### src/design/link_pkg.sv
// Response link types
package link_pkg;

	// One word on the transmit link
	typedef logic [31:0] word_t;

	// A 128-bit burst goes out as four words, low word first
	localparam int words_per_burst = 4;

	// What the transmitter sends for one request
	// sel_csn     command serial number, one word
	// sel_cc      command code, one word
	// sel_inv_cc  inverted command code for an error, one word
	// sel_burst   current burst, four words
	typedef enum logic [1:0] {
		sel_csn,
		sel_cc,
		sel_inv_cc,
		sel_burst
	} word_sel_t;

endpackage

### src/design/fill_pkg.sv
// Fill header and memory burst types
package fill_pkg;

	////////////////////////////////////////////////////////////////////
	// Header and burst words

	// One fill header as held in the header FIFO
	// The memory copy of the header and every data burst have the same size
	typedef logic [127:0] header_t;

	// Burst address into the fill memory
	typedef logic [22:0] burst_addr_t;

	// Bursts still to send, header burst included
	typedef logic [20:0] burst_count_t;

	////////////////////////////////////////////////////////////////////
	// Header field positions

	// Start burst address of the fill, bits 35 to 57
	localparam int addr_lsb = 35;
	localparam int addr_msb = addr_lsb + $bits(burst_addr_t) - 1;

	// Burst count of the fill, bits 64 to 84
	localparam int count_lsb = 64;
	localparam int count_msb = count_lsb + $bits(burst_count_t) - 1;

	// Remaining header bits are carried through untouched
	// They only take part in the header compare

endpackage
### src/design/fill_readout.sv
// Fill readout top level
module fill_readout #(
	parameter int sync_stages = 2
) (
	input  logic                  clk,
	input  logic                  arst_n,
	input  logic                  run_sm,
	input  link_pkg::word_t       csn,
	input  link_pkg::word_t       cc,
	input  logic                  fifo_empty,
	input  fill_pkg::header_t     fifo_header,
	input  logic                  ddr3_one_burst_rdy,
	input  fill_pkg::header_t     ddr3_one_burst_data,
	input  logic                  tx_tready,
	input  logic                  readout_pause,
	output logic                  sm_running,
	output logic                  sm_done,
	output logic                  fifo_rd_en,
	output fill_pkg::burst_addr_t ddr3_rd_burst_addr,
	output logic                  ddr3_rd_one_burst,
	output logic                  tx_tvalid,
	output logic                  tx_tlast,
	output link_pkg::word_t       tx_data
);

	// Sequencer strobes and status
	logic                   hdr_take;
	logic                   hdr_match;
	logic                   fetch_start;
	logic                   fetch_req;
	logic                   advance;
	logic                   burst_ready;
	logic                   count_zero;
	logic                   send;
	logic                   sent;
	logic                   last;
	link_pkg::word_sel_t    word_sel;

	// Header fields and burst payload
	fill_pkg::burst_addr_t  start_addr;
	fill_pkg::burst_count_t start_count;
	fill_pkg::header_t      burst;

	//////////////////////////////////////////////////////////////////////
	// Control

	fill_sequencer fill_sequencer_i (
		.clk         (clk),
		.arst_n      (arst_n),
		.run_sm      (run_sm),
		.fifo_empty  (fifo_empty),
		.hdr_match   (hdr_match),
		.burst_ready (burst_ready),
		.count_zero  (count_zero),
		.sent        (sent),
		.sm_running  (sm_running),
		.sm_done     (sm_done),
		.hdr_take    (hdr_take),
		.fetch_start (fetch_start),
		.fetch_req   (fetch_req),
		.advance     (advance),
		.send        (send),
		.word_sel    (word_sel),
		.last        (last)
	);

	//////////////////////////////////////////////////////////////////////
	// Decode, fetch and transmit

	header_decode header_decode_i (
		.clk         (clk),
		.arst_n      (arst_n),
		.hdr_take    (hdr_take),
		.fifo_header (fifo_header),
		.burst_ready (burst_ready),
		.burst       (burst),
		.fifo_rd_en  (fifo_rd_en),
		.start_addr  (start_addr),
		.start_count (start_count),
		.hdr_match   (hdr_match)
	);

	burst_fetch #(
		.sync_stages (sync_stages)
	) burst_fetch_i (
		.clk                 (clk),
		.arst_n              (arst_n),
		.fetch_start         (fetch_start),
		.start_addr          (start_addr),
		.start_count         (start_count),
		.fetch_req           (fetch_req),
		.advance             (advance),
		.ddr3_one_burst_rdy  (ddr3_one_burst_rdy),
		.ddr3_one_burst_data (ddr3_one_burst_data),
		.ddr3_rd_burst_addr  (ddr3_rd_burst_addr),
		.ddr3_rd_one_burst   (ddr3_rd_one_burst),
		.burst_ready         (burst_ready),
		.burst               (burst),
		.count_zero          (count_zero)
	);

	response_tx #(
		.sync_stages (sync_stages)
	) response_tx_i (
		.clk           (clk),
		.arst_n        (arst_n),
		.send          (send),
		.word_sel      (word_sel),
		.last          (last),
		.csn           (csn),
		.cc            (cc),
		.burst         (burst),
		.tx_tready     (tx_tready),
		.readout_pause (readout_pause),
		.tx_tvalid     (tx_tvalid),
		.tx_tlast      (tx_tlast),
		.tx_data       (tx_data),
		.sent          (sent)
	);

endmodule

### src/design/fill_sequencer.sv
// Read-fill command sequencer
module fill_sequencer (
	input  logic                clk,
	input  logic                arst_n,
	input  logic                run_sm,
	input  logic                fifo_empty,
	input  logic                hdr_match,
	input  logic                burst_ready,
	input  logic                count_zero,
	input  logic                sent,
	output logic                sm_running,
	output logic                sm_done,
	output logic                hdr_take,
	output logic                fetch_start,
	output logic                fetch_req,
	output logic                advance,
	output logic                send,
	output link_pkg::word_sel_t word_sel,
	output logic                last
);

	typedef enum logic [3:0] {
		idle,
		check_fifo,
		error,
		take_header,
		fetch_header,
		wait_header,
		compare,
		echo_csn,
		echo_cc,
		send_burst,
		fetch_data,
		wait_data,
		done
	} state_t;

	state_t state;
	state_t state_next;
	state_t state_d;
	logic   entered;
	logic   error_flag;

	//////////////////////////////////////////////////////////////////////
	// Next state

	always_comb begin
		state_next = state;
		case (state)
			// Start straight away, run_sm gating is below
			idle:         state_next = check_fifo;
			check_fifo:   state_next = fifo_empty ? error : take_header;
			error:        state_next = echo_csn;
			take_header:  state_next = fetch_header;
			// Memory copy of the header sits at the start address
			fetch_header: state_next = wait_header;
			wait_header:  if (burst_ready) state_next = compare;
			// hdr_match is valid one cycle after burst_ready
			compare:      state_next = hdr_match ? echo_csn : error;
			echo_csn:     if (sent) state_next = echo_cc;
			echo_cc: begin
				// Good header goes on to resend the burst already held
				if (sent)
					state_next = error_flag ? done : send_burst;
			end
			send_burst: begin
				if (sent)
					state_next = count_zero ? done : fetch_data;
			end
			fetch_data:   state_next = wait_data;
			wait_data:    if (burst_ready) state_next = send_burst;
			done:         state_next = idle;
			default:      state_next = idle;
		endcase
	end

	// Dropping run_sm returns to idle from anywhere
	assign state_d = run_sm ? state_next : idle;

	//////////////////////////////////////////////////////////////////////
	// State and flags

	always_ff @(posedge clk or negedge arst_n) begin
		if (!arst_n) begin
			state      <= idle;
			entered    <= 1'b0;
			error_flag <= 1'b0;
		end else begin
			state   <= state_d;
			// High in the first cycle of each state
			entered <= (state_d != state);
			// Error flag lives for one command
			if (state == idle)
				error_flag <= 1'b0;
			else if (state == error)
				error_flag <= 1'b1;
		end
	end

	//////////////////////////////////////////////////////////////////////
	// Outputs

	assign sm_running  = (state != idle);
	assign sm_done     = (state == done);
	assign hdr_take    = (state == take_header);
	assign fetch_start = (state == fetch_header);
	assign fetch_req   = (state == fetch_header) || (state == fetch_data);

	// Each send state is always entered from a different state
	assign send    = entered &&
		((state == echo_csn) || (state == echo_cc) || (state == send_burst));
	assign advance = entered && (state == send_burst);

	always_comb begin
		case (state)
			echo_csn: word_sel = link_pkg::sel_csn;
			echo_cc:  word_sel = error_flag ? link_pkg::sel_inv_cc : link_pkg::sel_cc;
			default:  word_sel = link_pkg::sel_burst;
		endcase
	end

	// count_zero settles long before the final burst word
	assign last = ((state == echo_cc) && error_flag) ||
		((state == send_burst) && count_zero);

endmodule

### src/design/response_tx.sv
// Response word transmitter
module response_tx #(
	parameter int sync_stages = 2
) (
	input  logic                clk,
	input  logic                arst_n,
	input  logic                send,
	input  link_pkg::word_sel_t word_sel,
	input  logic                last,
	input  link_pkg::word_t     csn,
	input  link_pkg::word_t     cc,
	input  fill_pkg::header_t   burst,
	input  logic                tx_tready,
	input  logic                readout_pause,
	output logic                tx_tvalid,
	output logic                tx_tlast,
	output link_pkg::word_t     tx_data,
	output logic                sent
);

	localparam int idx_w  = $clog2(link_pkg::words_per_burst);
	localparam int word_w = $bits(link_pkg::word_t);

	// Idle, wait for the link, then one strobe cycle per word
	typedef enum logic [1:0] {
		tx_idle,
		tx_wait,
		tx_strobe
	} phase_t;

	logic [sync_stages-1:0] pause_sync;
	phase_t                 phase;
	link_pkg::word_sel_t    sel_q;
	logic [idx_w-1:0]       idx;
	logic                   go;
	logic                   final_word;
	link_pkg::word_t        next_word;

	//////////////////////////////////////////////////////////////////////
	// Pause synchronizer

	always_ff @(posedge clk or negedge arst_n) begin
		if (!arst_n) begin
			pause_sync <= '0;
		end else begin
			pause_sync <= {pause_sync[sync_stages-2:0], readout_pause};
		end
	end

	// Link ready and not paused, word goes out next cycle
	assign go = (phase == tx_wait) && tx_tready && !pause_sync[sync_stages-1];

	// Single word for csn and codes, four for a burst
	assign final_word = (sel_q != link_pkg::sel_burst) ||
		(idx == idx_w'(link_pkg::words_per_burst - 1));

	//////////////////////////////////////////////////////////////////////
	// Word select

	always_comb begin
		case (sel_q)
			link_pkg::sel_csn:    next_word = csn;
			link_pkg::sel_cc:     next_word = cc;
			link_pkg::sel_inv_cc: next_word = ~cc;
			// Quarter of the burst, low word first
			default:              next_word = burst[idx * word_w +: word_w];
		endcase
	end

	//////////////////////////////////////////////////////////////////////
	// Phase control

	always_ff @(posedge clk or negedge arst_n) begin
		if (!arst_n) begin
			phase     <= tx_idle;
			sel_q     <= link_pkg::sel_csn;
			idx       <= '0;
			tx_tvalid <= 1'b0;
			tx_tlast  <= 1'b0;
			sent      <= 1'b0;
		end else begin
			// One valid pulse per word, sent lines up with the final one
			tx_tvalid <= go;
			tx_tlast  <= go && final_word && last;
			sent      <= go && final_word;
			case (phase)
				tx_idle: begin
					if (send) begin
						sel_q <= word_sel;
						idx   <= '0;
						phase <= tx_wait;
					end
				end
				tx_wait: begin
					if (go)
						phase <= tx_strobe;
				end
				default: begin
					// idx still points at the word just strobed
					if (final_word) begin
						phase <= tx_idle;
					end else begin
						idx   <= idx + idx_w'(1);
						phase <= tx_wait;
					end
				end
			endcase
		end
	end

	// Data register, held until the next word is chosen
	always_ff @(posedge clk) begin
		if (go) begin
			tx_data <= next_word;
		end
	end

endmodule

### src/design/burst_fetch.sv
// Memory burst fetch
module burst_fetch #(
	parameter int sync_stages = 2
) (
	input  logic                   clk,
	input  logic                   arst_n,
	input  logic                   fetch_start,
	input  fill_pkg::burst_addr_t  start_addr,
	input  fill_pkg::burst_count_t start_count,
	input  logic                   fetch_req,
	input  logic                   advance,
	input  logic                   ddr3_one_burst_rdy,
	input  fill_pkg::header_t      ddr3_one_burst_data,
	output fill_pkg::burst_addr_t  ddr3_rd_burst_addr,
	output logic                   ddr3_rd_one_burst,
	output logic                   burst_ready,
	output fill_pkg::header_t      burst,
	output logic                   count_zero
);

	// Blanking covers the synchronizer plus the request cycle
	localparam int blank_w = $clog2(sync_stages + 2);

	logic [sync_stages-1:0]  rdy_sync;
	logic [blank_w-1:0]      blank_cnt;
	logic                    pending;
	logic                    rdy_seen;
	fill_pkg::burst_count_t  count;

	//////////////////////////////////////////////////////////////////////
	// Ready synchronizer

	// Memory ready is a level from another clock domain, at least two stages
	always_ff @(posedge clk or negedge arst_n) begin
		if (!arst_n) begin
			rdy_sync <= '0;
		end else begin
			rdy_sync <= {rdy_sync[sync_stages-2:0], ddr3_one_burst_rdy};
		end
	end

	// Stale high from the previous burst is masked while blank_cnt runs
	assign rdy_seen = pending && (blank_cnt == '0) && rdy_sync[sync_stages-1];

	//////////////////////////////////////////////////////////////////////
	// Request and capture

	always_ff @(posedge clk or negedge arst_n) begin
		if (!arst_n) begin
			ddr3_rd_one_burst <= 1'b0;
			burst_ready       <= 1'b0;
			pending           <= 1'b0;
			blank_cnt         <= '0;
		end else begin
			// One-cycle request strobe, one cycle after fetch_req
			ddr3_rd_one_burst <= fetch_req;
			burst_ready       <= rdy_seen;
			if (fetch_req) begin
				pending   <= 1'b1;
				blank_cnt <= blank_w'(sync_stages + 1);
			end else begin
				if (blank_cnt != '0)
					blank_cnt <= blank_cnt - blank_w'(1);
				if (rdy_seen)
					pending <= 1'b0;
			end
		end
	end

	// Burst data is stable once the synchronized ready is seen
	always_ff @(posedge clk) begin
		if (rdy_seen) begin
			burst <= ddr3_one_burst_data;
		end
	end

	//////////////////////////////////////////////////////////////////////
	// Address and count

	// Zero flag is computed from the next count so it is valid a cycle after advance
	always_ff @(posedge clk or negedge arst_n) begin
		if (!arst_n) begin
			ddr3_rd_burst_addr <= '0;
			count              <= '0;
			count_zero         <= 1'b0;
		end else if (fetch_start) begin
			ddr3_rd_burst_addr <= start_addr;
			count              <= start_count;
			count_zero         <= (start_count == '0);
		end else if (advance) begin
			ddr3_rd_burst_addr <= ddr3_rd_burst_addr + fill_pkg::burst_addr_t'(1);
			count              <= count - fill_pkg::burst_count_t'(1);
			count_zero         <= (count == fill_pkg::burst_count_t'(1));
		end
	end

endmodule

### src/design/header_decode.sv
// Fill header decode and compare
module header_decode (
	input  logic                   clk,
	input  logic                   arst_n,
	input  logic                   hdr_take,
	input  fill_pkg::header_t      fifo_header,
	input  logic                   burst_ready,
	input  fill_pkg::header_t      burst,
	output logic                   fifo_rd_en,
	output fill_pkg::burst_addr_t  start_addr,
	output fill_pkg::burst_count_t start_count,
	output logic                   hdr_match
);

	// Header as it came out of the FIFO
	fill_pkg::header_t saved_header;

	//////////////////////////////////////////////////////////////////////
	// Header latch

	// FIFO runs first-word fall-through
	// Head entry is already on fifo_header when hdr_take pulses
	always_ff @(posedge clk) begin
		if (hdr_take) begin
			saved_header <= fifo_header;
		end
	end

	// Pop the entry in the cycle after the latch
	always_ff @(posedge clk or negedge arst_n) begin
		if (!arst_n) begin
			fifo_rd_en <= 1'b0;
		end else begin
			fifo_rd_en <= hdr_take;
		end
	end

	//////////////////////////////////////////////////////////////////////
	// Field extraction

	// Address and count load the fetch counters one cycle after hdr_take
	assign start_addr  = saved_header[fill_pkg::addr_msb:fill_pkg::addr_lsb];
	assign start_count = saved_header[fill_pkg::count_msb:fill_pkg::count_lsb];

	//////////////////////////////////////////////////////////////////////
	// Header compare

	// Full 128-bit compare against the memory copy
	// Burst register is fresh while burst_ready is high
	// Result holds until the next burst arrives
	always_ff @(posedge clk or negedge arst_n) begin
		if (!arst_n) begin
			hdr_match <= 1'b0;
		end else if (burst_ready) begin
			hdr_match <= (burst == saved_header);
		end
	end

endmodule

### config.mk
export PLATFORM = sky130hd
export DESIGN_NAME = fill_readout
export DESIGN_NICKNAME = d
export VERILOG_FILES = /design/src/design/link_pkg.sv /design/src/design/fill_pkg.sv /design/src/design/fill_readout.sv /design/src/design/fill_sequencer.sv /design/src/design/response_tx.sv /design/src/design/burst_fetch.sv /design/src/design/header_decode.sv
export SDC_FILE = /design/constraint.sdc
export NUM_CORES = 1
export LEC_CHECK = 0
export BUFFER_PORTS_ARGS = -buffer_cell sky130_fd_sc_hd__buf_2
export CAP_MARGIN = 25
export CORE_ASPECT_RATIO = 2
export CORE_MARGIN = 8
export CORE_UTILIZATION = 45
export CTS_CLUSTER_DIAMETER = 50
export DETAILED_ROUTE_END_ITERATION = 8
export PLACE_DENSITY = 0.73
export REMOVE_ABC_BUFFERS = 1
export SLEW_MARGIN = 30
export SYNTH_ARGS = -nofsm -noshare
export SYNTH_HDL_FRONTEND = slang
export SYNTH_SLANG_ARGS = --single-unit
### constraint.sdc
create_clock -name clk -period 26.5 [get_ports clk]
set_input_delay 5.3 -clock clk [delete_from_list [all_inputs] [get_ports clk]]
set_output_delay 5.3 -clock clk [all_outputs]
set_load 0.02 [all_outputs]
==> flow_metrics.tcl <==
set metrics [dict create \
    r2r_cells 5 \
    drcViolationCount 0 \
    ctsResizeCount 0 \
    cts_hold_buf 0 \
    synth_warnings 0 \
    r2r_slack_ns 23.54 \
    path_cells "nor2_1 -> nand3_1 -> buf_2" \
    die_y_um 283.9 \
    wl_um 55640 \
    grtUsageTotal_pct 25.77 \
    cap_viol_max_count 0 \
    p_leak_nw 7.667 \
    timing.rr.end "burst_fetch_i.count[17]$_DFFE_PN0P_" \
    most-common-layout-cells "387 x buf_2, 288 x edfxtp_1, 154 x nand2_1, 69 x inv_1, 67 x dfrtp_1" \
    holdPathEnd "burst_fetch_i.rdy_sync[1]$_DFF_PN0_" \
    status "finished clean" \
    syn-instance-count 1199 \
    cts_made_buffers 36 \
    design_area_um2 19760 \
    timing.slew.headroom_pct 35.01 \
    core_um2 35560 \
    worst_slack_ns 19.32 \
    post-route-period-util_pct 27.10 \
    syn_area_per_cell_um2 13.47 \
    layout_commonest_cell "buf_2" \
    gr-total-overflow 0 \
    synthArstFlopShare_pct 19.78 \
    grt_pass1_vias 12510 \
    cts_root_buffer "clkbuf_16" \
    grt_pass1_wl_um 79290 \
    netlist_area_um2 16150 \
    dp.cells 1992 \
    synth_edf_count 288 \
    setup_violations 0 \
    power_density_nw_per_um2 88.20 \
    gp_congestion 0.9253 \
    preCtsSetupSlack_ns 19.38 \
    drtPass1Iterations 7 \
    fin_skew_ns 0.02120 \
    period_minus_slack_ns 7.180 \
    cts_buffer_depth 3 \
    clock_sinks 359 \
    yosys_register_bits 359 \
    clk_latency_ns 0.53 \
    rr_startpoint "fill_sequencer_i.state[1]$_DFF_PN0_" \
    drive_above_1_share_pct 34.79 \
    synthFlopType "edfxtp_1" \
    crit_buf_inv 1 \
    grt_max_degree 95 \
    final_max_slew_viol_count 0 \
    antenna_left 0 \
    startpoint_type "flop" \
    hold_path_startpoint "burst_fetch_i.rdy_sync[0]$_DFF_PN0_" \
    rows 98 \
    h-tree-depth 2 \
    final_util_pct 55.56 \
    fin_setup_tns_ns 0 \
    arrival_ns 1.88 \
    grt_antenna_before_repair 19 \
    p_total_mw 1.742 \
    areaGrowthSynthToFinish_pct 22.34 \
    crit_required_ns 21.20 \
    nets 1913 \
    portBuffers 387 \
    timing.hold.ws_ns 0.3577 \
    critical_path_class "flop to output port" \
    timing_hold_violations_final 0 \
    die_w_um 150.0 \
    fin_cells 2073 \
    clock.fmax_ghz 0.1393 \
    dpl_cell_area_um2 18510 \
    post_cts_buffers 0 \
    peakVddDrop_mv 0.1066 \
    via_per_inst 5.757 \
    initial_core_util_pct 45.41 \
    hpwl_um 42710 \
    detail_route.wl_per_cell_um 26.84 \
    first_iter_violations 861 \
    worst_pin_slew_ns 0.9706 \
    min_path_cells 0 \
    end_kind "output port" \
    crit_slowest_cell "dfrtp_1" \
    max_stage_delay_ns 0.62 \
    rsz0062_at_grt "false" \
    ys_seq_area_share_pct 64.56 \
    worst-path-stages 3 \
    cts_tree "yes" \
    hp-class "flop to flop" \
    cp_max_fo 22 \
    cp_top_family "flip-flops" \
    startpoint "fill_sequencer_i.state[0]$_DFF_PN0_" \
    dieArea_um2 42570 \
    io_pins 388 \
    path_clk_slew_ns 0.07 \
    via_count 11930 \
    synth_cell_type_count 67 \
]
-- where the power goes --
part	leakage [nW]	total [mW]	switching, mW	internal, mW
clock	0.547	0.510	0.222	0.287
sequential	3.50	0.809	0.0948	0.715
combinational	3.62	0.423	0.246	0.177
-- cell type report --
type	count	area [um2]
timing repair buffer	396	2032
multi-input combinational	718	5256
inverter	70	262.8
tap	450	563.0
clock inverter	21	219.0
clock buffer	40	937.1
antenna	19	47.55
sequential	359	10440
fill	2969	15800
-- worst max-delay path by stage --
stage and end:
2_1_floorplan header_decode_i.fifo_rd_en$_DFF_PN0_, 3_3_place_gp response_tx_i.tx_data[1]$_DFFE_PP_, 3_5_place_dp response_tx_i.tx_data[1]$_DFFE_PP_, 4_1_cts sm_running, 5_1_grt sm_running, 6_report sm_running
-- kinds of logic (layout without fill, tap and decap cells) --
kind of cell | Yosys count | count (layout) | synth area share (%)
other cells | 0 | 19 | 0
buf+inv | 122 | 527 | 2.999
xor+xnor | 83 | 83 | 4.502
mux | 72 | 72 | 7.183
simple gates | 364 | 364 | 11.14
compound gates | 194 | 194 | 9.228
flops | 359 | 359 | 64.56
fa+ha+maj | 5 | 5 | 0.3874
-- registers in the layout, indices dropped and copies added, names as in the netlist, 4 cells and up --
signal,cells
burst_fetch_i.burst,128
fill_sequencer_i.state,4
burst_fetch_i.count,21
burst_fetch_i.ddr3_rd_burst_addr,23
response_tx_i.tx_data,32
header_decode_i.saved_header,128
-- worst register-to-register path: stages, from the launching register on --
cell	delay, ns
dfrtp_1	0.60
nor3b_4	0.32
nand3_2	0.58
nor3_1	0.85
a21oi_1	0.18
a221o_1	0.30
-- cells in the mapped netlist (10+ instances only) --
cell / n / area share [%]
edfxtp_1: 288 / 54
nand2_1: 154 / 3.6
dfrtp_1: 71 / 11
inv_1: 69 / 1.6
xor2_1: 53 / 2.9
nand3_1: 52 / 1.6
o21ai_0: 35 / 1.1
clkbuf_1: 32 / 0.74
mux4_2: 32 / 4.5
mux2_2: 31 / 2.2
nor4_1: 30 / 1.2
xnor2_1: 30 / 1.6
nor2_1: 28 / 0.65
o221a_2: 28 / 2.0
a21oi_1: 26 / 0.81
nand4_1: 17 / 0.66
nor3_1: 17 / 0.53
o22ai_1: 15 / 0.58
nand2b_1: 14 / 0.54
nor2b_1: 13 / 0.50
a221o_1: 10 / 0.62
o2bb2ai_1: 10 / 0.54
-- routing by layer --
layer / GRT usage [%] / vias to the layer above / wire length [um]
met5: 0 / - / 0
met4: 16.86 / 0 / 3731
met3: 4.215 / 154 / 3643
met2: 45.32 / 658 / 29170
met1: 27.74 / 5776 / 19090
li1: - / 5346 / -
(Power assumes the default switching activity.)
